--- config.mk ---
export PLATFORM = sky130hd
export DESIGN_NAME = frameReadout
export DESIGN_NICKNAME = d
export VERILOG_FILES = /design/src/hw/frameReadoutPkg.sv /design/src/hw/readIf.sv /design/src/hw/frameBuffer.sv /design/src/hw/frameReadout.sv /design/src/hw/readSequencer.sv /design/src/hw/strobeSync.sv /design/src/hw/uartTx.sv
export SDC_FILE = /design/constraint.sdc
export NUM_CORES = 1
export LEC_CHECK = 0
export BUFFER_PORTS_ARGS = -buffer_cell sky130_fd_sc_hd__clkbuf_2
export CAP_MARGIN = 20
export CORE_MARGIN = 8
export CORE_UTILIZATION = 50
export DETAILED_ROUTE_END_ITERATION = 10
export HOLD_SLACK_MARGIN = 0.05
export PLACE_DENSITY = 0.75
export SYNTH_ARGS = -nofsm -noshare
export SYNTH_HDL_FRONTEND = slang
export SYNTH_SLANG_ARGS = --single-unit
--- constraint.sdc ---
create_clock -name clk -period 2 [get_ports clk]
set_input_delay 0 -clock clk [delete_from_list [all_inputs] [get_ports clk]]
set_output_delay 0 -clock clk [all_outputs]
set_load 0.01 [all_outputs]
--- src/hw/frameReadoutPkg.sv ---
`default_nettype none

package frameReadoutPkg;

	localparam int NumChan = 5;
	localparam int FrameWords = 18;
	localparam int AdrWidth = 5;
	localparam int ChanWidth = 3;
	localparam int DataWidth = 8;

	localparam int SlotCycles = 224; // clocks per word slot.
	localparam int RdOnCycle = 40;
	localparam int RdOffCycle = 44;
	localparam int BitCycles = 16; // clocks per serial bit.

	// counter widths.
	localparam int SlotWidth = $clog2(SlotCycles);
	localparam int TimerWidth = $clog2(BitCycles);
	localparam int FrameBits = 10; // start, eight data, stop.
	localparam int BitIdxWidth = $clog2(FrameBits);

	// compare values sized to their counters.
	localparam logic [SlotWidth-1:0] SlotLast = SlotWidth'(SlotCycles - 1);
	localparam logic [SlotWidth-1:0] RdSetCnt = SlotWidth'(RdOnCycle - 1); // rd is registered.
	localparam logic [SlotWidth-1:0] RdClrCnt = SlotWidth'(RdOffCycle - 1);
	localparam logic [AdrWidth-1:0] WordLast = AdrWidth'(FrameWords - 1);
	localparam logic [TimerWidth-1:0] TimerLast = TimerWidth'(BitCycles - 1);
	localparam logic [BitIdxWidth-1:0] BitIdxLast = BitIdxWidth'(FrameBits - 1);

endpackage

`default_nettype wire

--- src/hw/readIf.sv ---
`timescale 1ns/1ns
`default_nettype none

interface readIf;

	logic rd; // read window of the current slot.
	logic [frameReadoutPkg::ChanWidth-1:0] chan;
	logic [frameReadoutPkg::AdrWidth-1:0] adr;
	logic [frameReadoutPkg::DataWidth-1:0] data;
	logic valid; // one clock per byte read.

	modport seq (
		output rd,
		output chan,
		output adr,
		input data,
		input valid
	);

	modport buff (
		input rd,
		input chan,
		input adr,
		output data,
		output valid
	);

endinterface

`default_nettype wire

--- src/hw/frameBuffer.sv ---
`timescale 1ns/1ns
`default_nettype none

module frameBuffer (
	input logic clk,
	input logic rst,
	input logic wrEn,
	input logic [frameReadoutPkg::ChanWidth-1:0] wrChan,
	input logic [frameReadoutPkg::AdrWidth-1:0] wrAdr,
	input logic [frameReadoutPkg::DataWidth-1:0] wrData,
	readIf.buff rdBus,
	output logic [frameReadoutPkg::DataWidth-1:0] byteOut,
	output logic byteValid
);

	logic [frameReadoutPkg::DataWidth-1:0] mem
		[frameReadoutPkg::NumChan][frameReadoutPkg::FrameWords];
	logic [frameReadoutPkg::DataWidth-1:0] dataReg;
	logic rdPrev;
	logic validReg;
	logic rdRise;

	assign rdRise = rdBus.rd & ~rdPrev;

	// write port.
	always_ff @(posedge clk) begin
		if (wrEn) begin
			mem[wrChan][wrAdr] <= wrData;
		end
	end

	// read port with one word per read window.
	always_ff @(posedge clk) begin
		if (rdRise) begin
			dataReg <= mem[rdBus.chan][rdBus.adr];
		end
	end

	always_ff @(posedge clk or negedge rst) begin
		if (!rst) begin
			rdPrev <= 1'b0;
			validReg <= 1'b0;
		end else begin
			rdPrev <= rdBus.rd;
			validReg <= rdRise; // single clock pulse.
		end
	end

	assign byteOut = dataReg;
	assign byteValid = validReg;
	assign rdBus.data = dataReg;
	assign rdBus.valid = validReg;

endmodule

`default_nettype wire

--- src/hw/frameReadout.sv ---
`timescale 1ns/1ns
`default_nettype none

module frameReadout (
	input logic clk,
	input logic rst,
	input logic [frameReadoutPkg::NumChan-1:0] strobe,
	input logic wrEn,
	input logic [frameReadoutPkg::ChanWidth-1:0] wrChan,
	input logic [frameReadoutPkg::AdrWidth-1:0] wrAdr,
	input logic [frameReadoutPkg::DataWidth-1:0] wrData,
	output logic txd,
	output logic busy
);

	logic [frameReadoutPkg::NumChan-1:0] pending;
	logic [frameReadoutPkg::NumChan-1:0] grant;
	logic [frameReadoutPkg::DataWidth-1:0] byteOut;
	logic byteValid;

	readIf rdBus ();

	strobeSync i_strobeSync (
		.clk(clk),
		.rst(rst),
		.strobe(strobe),
		.grant(grant),
		.pending(pending)
	);

	readSequencer i_readSequencer (
		.clk(clk),
		.rst(rst),
		.pending(pending),
		.grant(grant),
		.busy(busy),
		.rdBus(rdBus.seq)
	);

	frameBuffer i_frameBuffer (
		.clk(clk),
		.rst(rst),
		.wrEn(wrEn),
		.wrChan(wrChan),
		.wrAdr(wrAdr),
		.wrData(wrData),
		.rdBus(rdBus.buff),
		.byteOut(byteOut),
		.byteValid(byteValid)
	);

	// one byte per slot so the serializer never sees back-pressure.
	uartTx i_uartTx (
		.clk(clk),
		.rst(rst),
		.byteIn(byteOut),
		.byteValid(byteValid),
		.txd(txd)
	);

endmodule

`default_nettype wire

--- src/hw/readSequencer.sv ---
`timescale 1ns/1ns
`default_nettype none

module readSequencer (
	input logic clk,
	input logic rst,
	input logic [frameReadoutPkg::NumChan-1:0] pending,
	output logic [frameReadoutPkg::NumChan-1:0] grant,
	output logic busy,
	readIf.seq rdBus
);

	logic reading;
	logic rdReg;
	logic [frameReadoutPkg::SlotWidth-1:0] slotCnt;
	logic [frameReadoutPkg::AdrWidth-1:0] wordCnt;
	logic [frameReadoutPkg::ChanWidth-1:0] chanReg;
	logic [frameReadoutPkg::ChanWidth-1:0] lowIdx;
	logic [frameReadoutPkg::NumChan-1:0] lowest;

	// isolate the lowest pending bit.
	assign lowest = pending & (~pending + 1'b1);

	// the scan runs from the top so the lowest pending index lands last.
	always_comb begin
		lowIdx = '0;
		for (int i = frameReadoutPkg::NumChan - 1; i >= 0; i--) begin
			if (pending[i]) begin
				lowIdx = i[frameReadoutPkg::ChanWidth-1:0];
			end
		end
	end

	assign grant = reading ? '0 : lowest; // only while idle.
	assign busy = reading;

	assign rdBus.rd = rdReg;
	assign rdBus.chan = chanReg;
	assign rdBus.adr = wordCnt; // held for the whole slot.

	always_ff @(posedge clk or negedge rst) begin
		if (!rst) begin
			reading <= 1'b0;
			rdReg <= 1'b0;
			slotCnt <= '0;
			wordCnt <= '0;
			chanReg <= '0;
		end else if (!reading) begin
			if (|pending) begin
				reading <= 1'b1;
				chanReg <= lowIdx;
			end
		end else begin
			// read window inside the slot.
			if (slotCnt == frameReadoutPkg::RdSetCnt) begin
				rdReg <= 1'b1;
			end else if (slotCnt == frameReadoutPkg::RdClrCnt) begin
				rdReg <= 1'b0;
			end

			if (slotCnt == frameReadoutPkg::SlotLast) begin
				slotCnt <= '0;
				if (wordCnt == frameReadoutPkg::WordLast) begin
					wordCnt <= '0;
					reading <= 1'b0; // frame done and free to grant again.
				end else begin
					wordCnt <= wordCnt + 1'b1;
				end
			end else begin
				slotCnt <= slotCnt + 1'b1;
			end
		end
	end

endmodule

`default_nettype wire

--- src/hw/strobeSync.sv ---
`timescale 1ns/1ns
`default_nettype none

module strobeSync (
	input logic clk,
	input logic rst,
	input logic [frameReadoutPkg::NumChan-1:0] strobe,
	input logic [frameReadoutPkg::NumChan-1:0] grant,
	output logic [frameReadoutPkg::NumChan-1:0] pending
);

	logic [frameReadoutPkg::NumChan-1:0] syncA;
	logic [frameReadoutPkg::NumChan-1:0] syncB;
	logic [frameReadoutPkg::NumChan-1:0] strobePrev;
	logic [frameReadoutPkg::NumChan-1:0] armed;
	logic [frameReadoutPkg::NumChan-1:0] rise;

	assign rise = syncB & ~strobePrev;

	always_ff @(posedge clk or negedge rst) begin
		if (!rst) begin
			syncA <= '0;
			syncB <= '0;
			strobePrev <= '0;
			armed <= '0;
			pending <= '0;
		end else begin
			syncA <= strobe;
			syncB <= syncA;
			strobePrev <= syncB; // edge register.

			// a channel re-arms only once its strobe is seen low.
			armed <= ~syncB | (armed & ~rise);

			// a fresh request wins over a grant in the same clock.
			pending <= (pending & ~grant) | (rise & armed);
		end
	end

endmodule

`default_nettype wire

--- src/hw/uartTx.sv ---
`timescale 1ns/1ns
`default_nettype none

module uartTx (
	input logic clk,
	input logic rst,
	input logic [frameReadoutPkg::DataWidth-1:0] byteIn,
	input logic byteValid,
	output logic txd
);

	logic sending;
	logic [frameReadoutPkg::TimerWidth-1:0] bitTimer;
	logic [frameReadoutPkg::BitIdxWidth-1:0] bitIdx;
	logic [frameReadoutPkg::DataWidth:0] shiftReg; // stop bit above the data.
	logic bitEnd;

	assign bitEnd = sending && (bitTimer == frameReadoutPkg::TimerLast);

	always_ff @(posedge clk) begin
		if (!sending && byteValid) begin
			shiftReg <= {1'b1, byteIn};
		end else if (bitEnd) begin
			shiftReg <= shiftReg >> 1; // LSB first.
		end
	end

	always_ff @(posedge clk or negedge rst) begin
		if (!rst) begin
			sending <= 1'b0;
			txd <= 1'b1; // line idles high.
			bitTimer <= '0;
			bitIdx <= '0;
		end else if (!sending) begin
			if (byteValid) begin
				sending <= 1'b1;
				txd <= 1'b0; // start bit.
				bitTimer <= '0;
				bitIdx <= '0;
			end
		end else if (bitEnd) begin
			bitTimer <= '0;
			if (bitIdx == frameReadoutPkg::BitIdxLast) begin
				sending <= 1'b0;
				txd <= 1'b1;
			end else begin
				txd <= shiftReg[0];
				bitIdx <= bitIdx + 1'b1;
			end
		end else begin
			bitTimer <= bitTimer + 1'b1;
		end
	end

endmodule

`default_nettype wire

==> impl_metrics.csv <==
group,metric,value,unit
sta,slew_viol_final,0,
sta,relSlewSlack,0.475,
sta,rsz0062_at_grt,"true",
yosys,synth_flop_cell,"edfxtp_1",
setup_path,crit_slowest_cell,"dfrtp_4",
floorplanning,die_w,266,um
setup_path,slowest_delay,0.51,ns
clocking,cts-root-buf,"clkbuf_16",
sta,clock_skew,0.0311,ns
route,post_drt_wl_per_cell,26.8,um
yosys,synth_edf_count,736,
floorplanning,initial_core_util,0.505,
setup_path,path_class,"flop to flop",
route,drtIter0Drc,2121,
min_path,min_from,"wrAdr[1]",
route,num_vias,16900,
yosys,synth_area,0.0311,mm^2
place,dp_hpwl,46700,um
sta,fmax,0.405,GHz
route,dr.pass1.iters,6,
setup_path,worstReg2RegStart,"i_readSequencer.rdBus.chan[0]$_DFFE_PN0P_",
yosys,synth_top_area_share,0.710,
min_path,hold_depth,3,
sta,finalCriticalPeriod,2.47,ns
setup_path,cp.required,2.39,ns
power_and_ir_drop,power.density,963,mW/mm^2
setup_path,worstPathCellList,"buf_12 -> buf_16 -> buf_4 -> mux4_2 -> o21ai_0 -> a211oi_1 -> a21o_1",
yosys,synth_largest_area_cell,"edfxtp_1",
setup_path,start_kind,"flop",
route,ant_nets,0,
setup_path,r2r-end,"i_frameBuffer.byteOut[4]$_DFFE_PP_",
status,status,"finished, violations left",
sta,hold_viol,0,
clocking,cts_buffers,80,
yosys,synthArstFlopShare,0.0694,
global_route,grt_pass1_vias,17400,
setup_path,cp_data_arrival_time,2.85,ns
yosys,synthTopCellsByArea,"edfxtp_1 71%, mux4_2 12%, dfrtp_1 4.3%",
min_path,min_to,"i_frameBuffer.mem[2][83]$_DFFE_PP_",
route,drc,0,
setup_path,reg2reg_slack,-0.47,ns
floorplanning,die_h,266,um
layout,fin_nets,1942,
setup_path,cp_max_fo,8,
route,via_per_inst,6.01,
clocking,htreeDepth,3,
global_route,grt_max_degree,91,
yosys,synth-seq-area-share,0.755,
floorplanning,die_area,0.0705,mm^2
clocking,clkLatencyLatePin,0.63,ns
clocking,clk_pin_slew,0.06,ns
layout,mostFrequentLayoutCell,"edfxtp_1",
sta,finalSetupViolations,8,
global_route,track_usage,0.213,
global_route,antenna_found_initial,5,
floorplanning,io_pins,26,
yosys,ys_ff_latch,792,
layout,drive_gt1_frac,0.343,
global_route,grt_first_pass_wirelength,112000,um
layout,area_growth_syn_to_layout,21.1,%
yosys,synth_warnings,0,
power_and_ir_drop,power,36300,uW
min_path,hp-class,"primary input to flop",
yosys,synthDistinctLibCells,59,
place,routabilityCongestion,0.937,
clocking,clock_path_buffers,3,
layout,fin_area,0.0377,mm^2
place,numPortBuffers,25,
setup_path,worstSetupEndpointType,"flop",
yosys,synth.net_count,1610,
sta,fin_tns_setup,-3.26,ns
clocking,cts_tree,"yes",
power_and_ir_drop,vdd_drop_max,0.901,mV
sta,finalWorstSetupSlack,-0.467,ns
sta,fin_crit_sh,1.23,
yosys,syn_area_per_cell,19.7,um^2
floorplanning,core-area,0.0616,mm^2
power_and_ir_drop,leakage,0.0125,uW
global_route,grt_overflow,0,
route,drt-total-wl,75600,um
job,cap_violations,0,
floorplanning,row_count,91,
status,violations,"negative setup slack",
setup_path,reg2reg_depth,7,
place,place_area,0.0340,mm^2
clocking,clock_sinks,792,
layout,final_cell_mix,"736 x edfxtp_1, 236 x buf_4, 173 x mux4_2",
yosys,synthCells,1580,
sta,worst_pin_slew,0.785,ns
power by group:
group | total [uW] | leakage [uW] | internal, uW | switching, uW
Combinational | 2300 | 0.00389 | 1060 | 1240
Clock | 15500 | 0.00132 | 9280 | 6170
Sequential | 18600 | 0.00728 | 18300 | 223
state kept, by name, summed over array words and instances, names as in the netlist, 3 cells and up:
register / flops
i_strobeSync.syncB: 5
i_readSequencer.slotCnt: 8
i_frameBuffer.byteOut: 8
i_uartTx.bitIdx: 4
i_frameBuffer.mem: 720
i_strobeSync.pending: 5
i_strobeSync.syncA: 5
i_uartTx.bitTimer: 4
i_readSequencer.rdBus.adr: 5
i_strobeSync.strobePrev: 5
i_readSequencer.rdBus.chan: 3
i_uartTx.shiftReg: 9
i_strobeSync.armed: 5
per-stage QoR:
| stage | hold slack [ns] | cells | util | setup WS (ns) |
|---|---|---|---|---|
| 3_3_place_gp | -0.0148 | 2611 | 0.552 | -0.534 |
| 6_report | 0.0850 | 2816 | 0.612 | -0.467 |
| 2_1_floorplan | -0.296 | 1580 | - | -0.109 |
| 3_5_place_dp | -0.00803 | 2611 | 0.552 | -0.538 |
| 4_1_cts | 0.0599 | 2792 | 0.607 | -0.394 |
| 5_1_grt | 0.0669 | 2816 | 0.612 | -0.476 |
cells in the mapped netlist, types with 5 or more instances:
library cell	number
buf_2	25
nor2_1	121
nand3_1	37
nand2_1	83
a22oi_1	7
mux2_2	26
xnor2_1	6
o21ai_0	25
mux2i_1	38
edfxtp_1	736
buf_4	21
inv_1	15
a21oi_1	23
nor2b_1	14
buf_6	7
ha_1	6
nor3_1	11
nand3b_1	10
mux4_2	171
nand2b_1	5
clkbuf_1	23
mux4_1	7
a211oi_1	6
nand4_1	25
a31oi_1	7
buf_1	5
dfrtp_1	54
worst max-delay path: cells and delay by family (launching register included):
kind	cells	cell delay, ns
buffers and inverters	3	0.45
multiplexers	1	0.47
AO/OA/AOI/OAI	3	0.78
flip-flops	1	0.51
worst max path at each step:
stage	from	endpoint	slack, ns
after floorplan	i_readSequencer.rdBus.adr[0]$_DFFE_PN0P_	i_frameBuffer.byteOut[4]$_DFFE_PP_	-0.11
after global placement	i_readSequencer.rdBus.chan[0]$_DFFE_PN0P_	i_frameBuffer.byteOut[3]$_DFFE_PP_	-0.53
after detailed placement	i_readSequencer.rdBus.chan[0]$_DFFE_PN0P_	i_frameBuffer.byteOut[7]$_DFFE_PP_	-0.54
after CTS	i_readSequencer.rdBus.chan[0]$_DFFE_PN0P_	i_frameBuffer.byteOut[2]$_DFFE_PP_	-0.39
after global routing	i_readSequencer.rdBus.chan[0]$_DFFE_PN0P_	i_frameBuffer.byteOut[4]$_DFFE_PP_	-0.48
final	i_readSequencer.rdBus.chan[0]$_DFFE_PN0P_	i_frameBuffer.byteOut[4]$_DFFE_PP_	-0.47
area by class of cell:
type                       count  area, um^2
clock buffer                  94        2160
antenna                        5        12.5
timing repair buffer         333        3060
clock inverter                50         566
sequential                   792       23500
multi-input combinational    690        7300
tap                          837        1050
fill                        4126       23900
inverter                      15        60.1
repair_timing:
item	CTS	global route
endpoints found under the setup margin	12	10
pin swaps	10	17
cloned	4	1
hold buffers	23	0
endpoints found under the hold margin	715	0
setup buffers	11	18
gates resized for setup	44	34
kinds of logic (layout without fill, tap and decap cells):
family          Yosys count  after routing  share of synthesized area
compound gates          101            101                     0.0213
simple gates            333            333                     0.0499
xor+xnor                  8              8                    0.00225
other cells               0              5                          0
mux                     242            242                      0.151
fa+ha+maj                 6              6                    0.00241
buf+inv                  98            492                     0.0181
flops                   792            792                      0.755
metal layers:
metal  part of all wire  vias to the layer above  GRT usage
li1                   -                     7095          -
met1               0.38                     8703      0.281
met2               0.49                      932      0.344
met3              0.086                      190     0.0428
met4              0.048                        0     0.0994
met5                  0                        -          0
(Power assumes the default switching activity.)
